--- src/source/fetch_pkg.sv ---
// Fetch front end shared definitions

package fetch_pkg;

  // --------------------
  // Datapath widths
  // --------------------
  // PC and instruction widths
  localparam int XLEN = 32;
  localparam int ILEN = 32;

  // Instructions per memory line
  localparam int LINE_WORDS = 4;
  localparam int LINE_W     = ILEN * LINE_WORDS;

  // --------------------
  // Line memory geometry
  // --------------------
  localparam int LINE_DEPTH = 16;
  localparam int LINE_AW    = 4;

  // Byte offset inside a word, word select inside a line
  localparam int OFFSET     = 2;
  localparam int WORD_SEL_W = 2;

  // PCs at or above this byte address fault
  localparam int MEM_BYTES = 256;

  // --------------------
  // Decode flow control
  // --------------------
  // Decode queue slots
  localparam int CREDITS  = 4;
  localparam int CREDIT_W = 3;

  // Fetch fault status sent with each item
  typedef enum logic {
    FaultNone,
    FaultAccess
  } fault_t;

endpackage

--- src/source/line_mem_if.sv ---
// Line memory requester port

`timescale 1ns/1ns

interface line_mem_if;

  // Request side, held until gnt
  logic                         req;
  logic                         we;
  logic [fetch_pkg::LINE_AW-1:0] addr;
  logic [fetch_pkg::LINE_W-1:0]  wdata;

  // Response side
  logic                         gnt;
  logic                         rvalid;
  logic [fetch_pkg::LINE_W-1:0]  rdata;

  // Side that issues accesses
  modport requester (
    output req, we, addr, wdata,
    input  gnt, rvalid, rdata
  );

  // Side that serves accesses, arbiter or memory
  modport arbiter (
    input  req, we, addr, wdata,
    output gnt, rvalid, rdata
  );

endinterface

--- src/source/line_memory.sv ---
// Synchronous line memory

`timescale 1ns/1ns

module line_memory (
  input  logic        clk_i,
  line_mem_if.arbiter mem
);

  // Line storage, contents undefined until loaded
  logic [fetch_pkg::LINE_W-1:0] lines [fetch_pkg::LINE_DEPTH];

  // Read response registers
  logic                         rvalid_q;
  logic [fetch_pkg::LINE_W-1:0] rdata_q;

  // Single port never stalls
  assign mem.gnt = mem.req;

  // --------------------
  // Write path
  // --------------------
  // Write lands at the grant edge
  always_ff @(posedge clk_i) begin
    if (mem.req && mem.we) begin
      lines[mem.addr] <= mem.wdata;
    end
  end

  // --------------------
  // Read path
  // --------------------
  // One cycle read latency
  always_ff @(posedge clk_i) begin
    if (mem.req && !mem.we) begin
      rdata_q <= lines[mem.addr];
    end
  end

  // Valid pulse follows each granted read
  always_ff @(posedge clk_i) begin
    rvalid_q <= mem.req && !mem.we;
  end

  assign mem.rvalid = rvalid_q;
  assign mem.rdata  = rdata_q;

endmodule

--- src/source/line_arbiter.sv ---
// Two-way line memory arbiter

`timescale 1ns/1ns

module line_arbiter (
  input  logic          clk_i,
  input  logic          rst_n_i,
  line_mem_if.arbiter   load_port,
  line_mem_if.arbiter   fetch_port,
  line_mem_if.requester mem_port
);

  // Loader wins when both ask
  logic pick_load;
  // Owner of the access granted last cycle
  logic owner_load_q;

  assign pick_load = load_port.req;

  // --------------------
  // Request forwarding
  // --------------------
  assign mem_port.req   = load_port.req | fetch_port.req;
  assign mem_port.we    = pick_load ? load_port.we    : fetch_port.we;
  assign mem_port.addr  = pick_load ? load_port.addr  : fetch_port.addr;
  assign mem_port.wdata = pick_load ? load_port.wdata : fetch_port.wdata;

  // At most one grant per cycle
  assign load_port.gnt  = mem_port.gnt & pick_load;
  assign fetch_port.gnt = mem_port.gnt & ~pick_load & fetch_port.req;

  // --------------------
  // Response routing
  // --------------------
  // Remember who was granted for the late rvalid
  always_ff @(posedge clk_i or negedge rst_n_i) begin
    if (!rst_n_i) begin
      owner_load_q <= 1'b0;
    end else if (mem_port.gnt) begin
      owner_load_q <= pick_load;
    end
  end

  // Valid goes back to the granted side only
  assign load_port.rvalid  = mem_port.rvalid & owner_load_q;
  assign fetch_port.rvalid = mem_port.rvalid & ~owner_load_q;

  // Data steered the same way, zero elsewhere
  assign load_port.rdata  = owner_load_q ? mem_port.rdata : '0;
  assign fetch_port.rdata = owner_load_q ? '0 : mem_port.rdata;

endmodule

--- src/source/fetch_controller.sv ---
// Fetch sequencing FSM

`timescale 1ns/1ns

module fetch_controller (
  input  logic clk_i,
  input  logic rst_n_i,
  input  logic flush_i,
  input  logic here_i,
  input  logic credit_ok_i,
  input  logic rvalid_i,
  input  logic fault_i,
  output logic req_o,
  output logic issue_o,
  output logic use_fresh_o,
  output logic advance_o
);

  typedef enum logic [2:0] {
    IDLE,
    RUN,
    WAIT_LINE,
    DROP,
    HALT
  } state_t;

  state_t state_q, state_d;

  // --------------------
  // State register
  // --------------------
  always_ff @(posedge clk_i or negedge rst_n_i) begin
    if (!rst_n_i) begin
      state_q <= IDLE;
    end else begin
      state_q <= state_d;
    end
  end

  // --------------------
  // Next state, outputs
  // --------------------
  always_comb begin
    state_d     = state_q;
    req_o       = 1'b0;
    issue_o     = 1'b0;
    use_fresh_o = 1'b0;
    advance_o   = 1'b0;
    case (state_q)
      // Wait for the first redirect
      IDLE: begin
        if (flush_i) state_d = RUN;
      end
      RUN: begin
        // Nothing happens in the redirect cycle
        if (!flush_i) begin
          if (fault_i) begin
            // Fault item, then park
            issue_o = credit_ok_i;
            if (credit_ok_i) state_d = HALT;
          end else if (here_i) begin
            issue_o   = credit_ok_i;
            advance_o = credit_ok_i;
          end else begin
            // Miss, launch the line read
            req_o   = 1'b1;
            state_d = WAIT_LINE;
          end
        end
      end
      WAIT_LINE: begin
        if (flush_i) begin
          // Read still outstanding means drop it later
          state_d = rvalid_i ? RUN : DROP;
        end else if (rvalid_i) begin
          use_fresh_o = 1'b1;
          issue_o     = credit_ok_i;
          advance_o   = credit_ok_i;
          state_d     = RUN;
        end
      end
      // Stale read in flight
      DROP: begin
        if (rvalid_i) state_d = RUN;
      end
      HALT: begin
        if (flush_i) state_d = RUN;
      end
      default: state_d = IDLE;
    endcase
  end

endmodule

--- src/source/instr_sel.sv ---
// Line presence check and word select

`timescale 1ns/1ns

module instr_sel (
  input  logic [fetch_pkg::XLEN-1:0]    pc_i,
  input  logic [fetch_pkg::LINE_W-1:0]  line_i,
  input  logic [fetch_pkg::LINE_AW-1:0] line_tag_i,
  input  logic                          line_valid_i,
  input  logic [fetch_pkg::LINE_W-1:0]  fresh_i,
  input  logic                          use_fresh_i,
  output logic                          here_o,
  output logic [fetch_pkg::ILEN-1:0]    instr_o
);

  localparam int SEL_LSB  = fetch_pkg::OFFSET;
  localparam int LINE_LSB = fetch_pkg::OFFSET + fetch_pkg::WORD_SEL_W;

  logic [fetch_pkg::WORD_SEL_W-1:0] word_sel;
  logic [fetch_pkg::LINE_AW-1:0]    pc_line;
  logic [fetch_pkg::LINE_W-1:0]     src_line;

  // PC fields
  assign word_sel = pc_i[SEL_LSB +: fetch_pkg::WORD_SEL_W];
  assign pc_line  = pc_i[LINE_LSB +: fetch_pkg::LINE_AW];

  // Hit when the held line covers the PC
  assign here_o = line_valid_i && (pc_line == line_tag_i);

  // Fresh memory data bypasses the line register
  assign src_line = use_fresh_i ? fresh_i : line_i;
  assign instr_o  = src_line[word_sel*fetch_pkg::ILEN +: fetch_pkg::ILEN];

endmodule

--- src/source/ifu.sv ---
// Instruction fetch unit

`timescale 1ns/1ns

module ifu (
  input  logic                         clk_i,
  input  logic                         rst_n_i,
  input  logic                         redirect_i,
  input  logic [fetch_pkg::XLEN-1:0]   redirect_pc_i,
  input  logic                         credit_i,
  line_mem_if.requester                mem,
  output logic                         instr_valid_o,
  output logic [fetch_pkg::ILEN-1:0]   instr_o,
  output logic [fetch_pkg::XLEN-1:0]   instr_pc_o,
  output fetch_pkg::fault_t            instr_fault_o
);

  localparam int LINE_LSB = fetch_pkg::OFFSET + fetch_pkg::WORD_SEL_W;

  logic [fetch_pkg::XLEN-1:0]     pc_q;
  logic [fetch_pkg::LINE_W-1:0]   line_q;
  logic [fetch_pkg::LINE_AW-1:0]  line_tag_q;
  logic                           line_valid_q;
  logic [fetch_pkg::CREDIT_W-1:0] credit_q;
  logic                           req_q;
  logic [fetch_pkg::LINE_AW-1:0]  req_addr_q;

  // Controller and selector wiring
  logic                           here;
  logic                           credit_ok;
  logic                           fault;
  logic                           req;
  logic                           issue;
  logic                           use_fresh;
  logic                           advance;
  logic [fetch_pkg::ILEN-1:0]     sel_instr;

  // --------------------
  // PC and fault
  // --------------------
  always_ff @(posedge clk_i or negedge rst_n_i) begin
    if (!rst_n_i) begin
      pc_q <= '0;
    end else if (redirect_i) begin
      pc_q <= redirect_pc_i;
    end else if (advance) begin
      pc_q <= pc_q + fetch_pkg::XLEN'(4);
    end
  end

  // Out of range, never sent to memory
  assign fault = pc_q >= fetch_pkg::XLEN'(fetch_pkg::MEM_BYTES);

  // --------------------
  // Line register
  // --------------------
  // Flushed on redirect
  always_ff @(posedge clk_i or negedge rst_n_i) begin
    if (!rst_n_i) begin
      line_valid_q <= 1'b0;
    end else if (redirect_i) begin
      line_valid_q <= 1'b0;
    end else if (use_fresh) begin
      line_valid_q <= 1'b1;
    end
  end

  // Line data and tag captured from the fresh read
  always_ff @(posedge clk_i) begin
    if (use_fresh) begin
      line_q     <= mem.rdata;
      line_tag_q <= req_addr_q;
    end
  end

  // --------------------
  // Memory request
  // --------------------
  // Held from launch until granted
  always_ff @(posedge clk_i or negedge rst_n_i) begin
    if (!rst_n_i) begin
      req_q <= 1'b0;
    end else if (req) begin
      req_q <= 1'b1;
    end else if (mem.gnt) begin
      req_q <= 1'b0;
    end
  end

  // Line address frozen at launch
  always_ff @(posedge clk_i) begin
    if (req) req_addr_q <= pc_q[LINE_LSB +: fetch_pkg::LINE_AW];
  end

  // Fetch side only reads
  assign mem.req   = req_q;
  assign mem.we    = 1'b0;
  assign mem.addr  = req_addr_q;
  assign mem.wdata = '0;

  // --------------------
  // Credits
  // --------------------
  // Redirect leaves credits alone
  always_ff @(posedge clk_i or negedge rst_n_i) begin
    if (!rst_n_i) begin
      credit_q <= fetch_pkg::CREDIT_W'(fetch_pkg::CREDITS);
    end else begin
      credit_q <= credit_q - fetch_pkg::CREDIT_W'(issue) + fetch_pkg::CREDIT_W'(credit_i);
    end
  end

  assign credit_ok = credit_q != '0;

  fetch_controller i_fetch_controller (
    .clk_i       (clk_i),
    .rst_n_i     (rst_n_i),
    .flush_i     (redirect_i),
    .here_i      (here),
    .credit_ok_i (credit_ok),
    .rvalid_i    (mem.rvalid),
    .fault_i     (fault),
    .req_o       (req),
    .issue_o     (issue),
    .use_fresh_o (use_fresh),
    .advance_o   (advance)
  );

  instr_sel i_instr_sel (
    .pc_i         (pc_q),
    .line_i       (line_q),
    .line_tag_i   (line_tag_q),
    .line_valid_i (line_valid_q),
    .fresh_i      (mem.rdata),
    .use_fresh_i  (use_fresh),
    .here_o       (here),
    .instr_o      (sel_instr)
  );

  // Outputs to decode with a zero word on fault
  assign instr_valid_o = issue;
  assign instr_o       = fault ? '0 : sel_instr;
  assign instr_pc_o    = pc_q;
  assign instr_fault_o = fault ? fetch_pkg::FaultAccess : fetch_pkg::FaultNone;

endmodule

--- src/source/fetch_top.sv ---
// Fetch front end top level

`timescale 1ns/1ns

module fetch_top (
  input  logic                          clk_i,
  input  logic                          rst_n_i,
  input  logic                          redirect_i,
  input  logic [fetch_pkg::XLEN-1:0]    redirect_pc_i,
  input  logic                          credit_i,
  input  logic                          load_valid_i,
  input  logic [fetch_pkg::LINE_AW-1:0] load_addr_i,
  input  logic [fetch_pkg::LINE_W-1:0]  load_data_i,
  output logic                          load_ready_o,
  output logic                          instr_valid_o,
  output logic [fetch_pkg::ILEN-1:0]    instr_o,
  output logic [fetch_pkg::XLEN-1:0]    instr_pc_o,
  output fetch_pkg::fault_t             instr_fault_o
);

  // Loader, fetch and memory side ports
  line_mem_if load_if ();
  line_mem_if fetch_if ();
  line_mem_if mem_if ();

  // --------------------
  // Loader port
  // --------------------
  // Loader only ever writes
  assign load_if.req   = load_valid_i;
  assign load_if.we    = 1'b1;
  assign load_if.addr  = load_addr_i;
  assign load_if.wdata = load_data_i;
  assign load_ready_o  = load_if.gnt;

  ifu i_ifu (
    .clk_i         (clk_i),
    .rst_n_i       (rst_n_i),
    .redirect_i    (redirect_i),
    .redirect_pc_i (redirect_pc_i),
    .credit_i      (credit_i),
    .mem           (fetch_if.requester),
    .instr_valid_o (instr_valid_o),
    .instr_o       (instr_o),
    .instr_pc_o    (instr_pc_o),
    .instr_fault_o (instr_fault_o)
  );

  line_arbiter i_line_arbiter (
    .clk_i      (clk_i),
    .rst_n_i    (rst_n_i),
    .load_port  (load_if.arbiter),
    .fetch_port (fetch_if.arbiter),
    .mem_port   (mem_if.requester)
  );

  line_memory i_line_memory (
    .clk_i (clk_i),
    .mem   (mem_if.arbiter)
  );

endmodule

--- config.mk ---
export PLATFORM = sky130hd
export DESIGN_NAME = fetch_top
export DESIGN_NICKNAME = d
export VERILOG_FILES = /design/src/source/fetch_pkg.sv /design/src/source/line_mem_if.sv /design/src/source/line_memory.sv /design/src/source/line_arbiter.sv /design/src/source/fetch_controller.sv /design/src/source/instr_sel.sv /design/src/source/ifu.sv /design/src/source/fetch_top.sv
export SDC_FILE = /design/constraint.sdc
export NUM_CORES = 2
export LEC_CHECK = 0
export BUFFER_PORTS_ARGS = -buffer_cell sky130_fd_sc_hd__buf_4
export CORE_ASPECT_RATIO = 1.1
export CORE_UTILIZATION = 50
export DETAILED_ROUTE_END_ITERATION = 7
export PLACE_DENSITY = 0.66
export SKIP_CTS_REPAIR_TIMING = 1
export SYNTH_ARGS = -nofsm -noshare
export SYNTH_HDL_FRONTEND = slang
export SYNTH_SLANG_ARGS = --single-unit
--- constraint.sdc ---
create_clock -name clk_i -period 13.7 [get_ports clk_i]
set_input_delay 0 -clock clk_i [delete_from_list [all_inputs] [get_ports clk_i]]
set_output_delay 0 -clock clk_i [all_outputs]
set_load 0.01 [all_outputs]
==> out/summary.txt <==
Status = finished, violations left
Failing checks = hold timing
Syn_area_per_cell = 20.1 um^2
Tmin final = 4.54 ns
Mux cell area share after synthesis = 14.6%
P&R area growth vs syn = 15.5%
Pwr dens = 143 mW/mm^2
Layout Skew = 0.0237 ns
Asr flop ratio synth = 1.74%
Vias = 46500
Clk slew on worst S/H paths = 0.07 ns
Adder-cell area share of the yosys netlist = 0.0776%
Vias in the first global route = 45500
Wire length per cell = 30.1 um
Clock Root Buffer = clkbuf_16
Number of port buffers = 235
Min-Delay Startpoint = redirect_pc_i[28]
Endpoints failing setup = 0
DRC Markers = 0
Req. time, crit path = 14.23 ns
TritonCTS Sinks = 2354
Critical path class = reg2reg
Post-Synthesis Cells = 4501
Routed WL = 228000 um
Yosys warns = 0
Overall Global Routing Usage = 24.8%
Most frequent cells in the layout = 2184 x edfxtp_1, 512 x mux4_2, 317 x buf_4
Starting density of the core = 50.4%
Max Root-Sink Buffers = 3
Worst min path class = in2reg
Worst r2r src = i_ifu.mem.addr[1]$_DFFE_PP_
FILL cells = 13000
Crit. End Element = flip-flop
Depth of the worst hold-timing path = 4
Core ar. = 0.179 mm^2
DR iter-0 viols = 5638
CP Max Fanout = 48
Fraction of the cycle the final worst path needs = 33.1%
Clk Latency, worst-skew pair = 0.86 ns
Initial antenna violation count = 14
Flip-flop and latch count after synthesis = 2354
Commonest non-fill, non-tap cell in the layout = edfxtp_1
Sequential area share after synthesis = 76.6%
Antenna viol nets, final = 0
Leakage power = 31.5 nW
Max-slew violations = 0
FF-to-FF path depth = 8
Chip height = 448 um
# IOs = 236
Cts bufs inserted = 218
Vias per Instance = 6.13
Final Hold Fails = 1
Maximum clock rate = 220 MHz
Simple-gate share of the synthesized area = 4.62%
Peak VDD IR = 0.113 mV
CP Launch Type = flip-flop
Synth Area in Compound Gates = 2.72%
Layout cells sized above 1 = 25.8%
Slew headroom = 22.3%
Synthesized cell area = 0.0903 mm^2
RD Place Congestion = 0.824
Main combinational cell family by area after synthesis = multiplexers
H-tree levels = 4
CP startpoint = i_ifu.mem.addr[1]$_DFFE_PP_
Synth Area in XOR/XNOR = 0.0291%
Syn_nets = 4675
Post-synth EDFFs = 2184
1st-pass router iterations = 6
Die area = 0.182 mm^2
CTS tree = done
Nets = 5170
Row cnt = 163
Hpwl dp = 117000 um
Prevailing post-synth register cell = edfxtp_1
Setup TNS Final = 0 ns
Grt ovf = 0
CP Data Arrival Time = 5.06 ns
Largest net degree at the start of global routing = 163
Min Hold Slack = -0.00242 ns
First-pass GRT wire length = 324000 um
Number of library cell types mapped by synthesis = 62
Max-Cap Viols = 0
Unrepaired setup endpoints after global routing = false
Worst-Margin Slew = 1.17 ns
Die W = 407 um
==> cell families after synthesis <==
logic type / count (synthesis)
AO/OA/AOI/OAI: 355
AND/OR/NAND/NOR: 842
flip-flops: 2354
buffers and inverters: 284
XOR/XNOR: 3
adder cells (fa/ha/maj): 5
multiplexers: 658
==> metrics by stage <==
step                power [mW]  util, %  instance area (um^2)  instances  setup WS [ns]
finish                    15.0     58.2                104000       7581           9.16
global route              15.4     58.2                104000       7577           8.81
CTS                       15.0     56.9                102000       7359           9.09
global placement          8.96     52.9                 94900       6951           8.87
floorplan                 8.69        -                 90300       4501           3.32
detailed placement        8.98     52.9                 94900       6951           8.88
==> flip-flops by register name, summed over array words and instances (netlist names) <==
register / count
i_ifu.credit_q: 3
i_ifu.line_valid_q: 1
i_ifu.line_q: 128
i_line_memory.lines: 2048
i_ifu.mem.addr: 4
i_line_memory.mem.rdata: 128
i_ifu.instr_pc_o: 32
i_line_memory.mem.rvalid: 1
i_ifu.line_tag_q: 4
i_line_arbiter.owner_load_q: 1
i_ifu.mem.req: 1
i_ifu.i_fetch_controller.state_q: 3
==> worst max-delay path, stage by stage (launching register included) <==
cell	delay, ns
edfxtp_1	0.46
mux2i_4	0.74
buf_4	0.61
buf_4	0.72
buf_4	0.69
mux4_2	0.39
and2_1	0.16
a211oi_1	0.24
a31oi_1	0.09
==> routing by layer <==
metal  wire length [um]  up-vias  GRT usage, %
li1                   -    19300             -
met1              94800    24900          35.3
met2             109000     1966          39.0
met3              19300      313          5.36
met4               5450        2          6.97
met5                 13        -             0
==> report_power, final <==
group	internal, mW	switching, mW	total (mW)
registers	8.00	0.0531	8.05
clock network	3.48	2.60	6.08
logic	0.342	0.481	0.822
==> cells in the mapped netlist (12+ instances only) <==
cell type  number  share of area (%)
a211oi_1      131                1.1
a21oi_1        41               0.23
a31oi_1       133               0.92
and2_1        258                1.8
and3_1         12              0.083
buf_1          16              0.067
buf_2          96               0.53
clkbuf_1      154               0.64
dfrtp_1        40                1.1
dfxtp_1       129                2.9
edfxtp_1     2184                 73
inv_1          12              0.050
mux2_2        136                1.7
mux4_2        512                 13
nand2_1       279                1.2
nand3_1        14              0.078
nor2_1        158               0.66
nor3_1         16              0.089
or3_1          66               0.46
==> cell type report <==
| class | count | area (um^2) | share of cell area, % |
|---|---|---|---|
| Antenna cell | 5 | 12.5 | 0.0120 |
| Clock buffer | 292 | 5990 | 5.74 |
| Clock inverter | 116 | 1180 | 1.13 |
| Inverter | 15 | 56.3 | 0.0540 |
| Multi-Input combinational cell | 1863 | 20100 | 19.3 |
| Sequential cell | 2354 | 69200 | 66.4 |
| Tap cell | 2392 | 2990 | 2.87 |
| Timing Repair Buffer | 544 | 4760 | 4.57 |
==> worst paths after layout <==
check	endpoint	slack, ns
max in group asynchronous	i_ifu.credit_q[1]$_DFF_PN0_	13.19
min in group asynchronous	i_ifu.credit_q[2]$_DFF_PN1_	0.26
setup / recovery	i_line_memory.mem.rdata[10]$_DFFE_PP_	9.16
setup reg to reg	i_line_memory.mem.rdata[10]$_DFFE_PP_	9.16
hold / removal	i_ifu.instr_pc_o[28]$_DFFE_PN0P_	-0.002
hold reg to reg	i_ifu.line_q[57]$_DFF_P_	0.47
No activity file was read; power rests on OpenSTA's default activity.
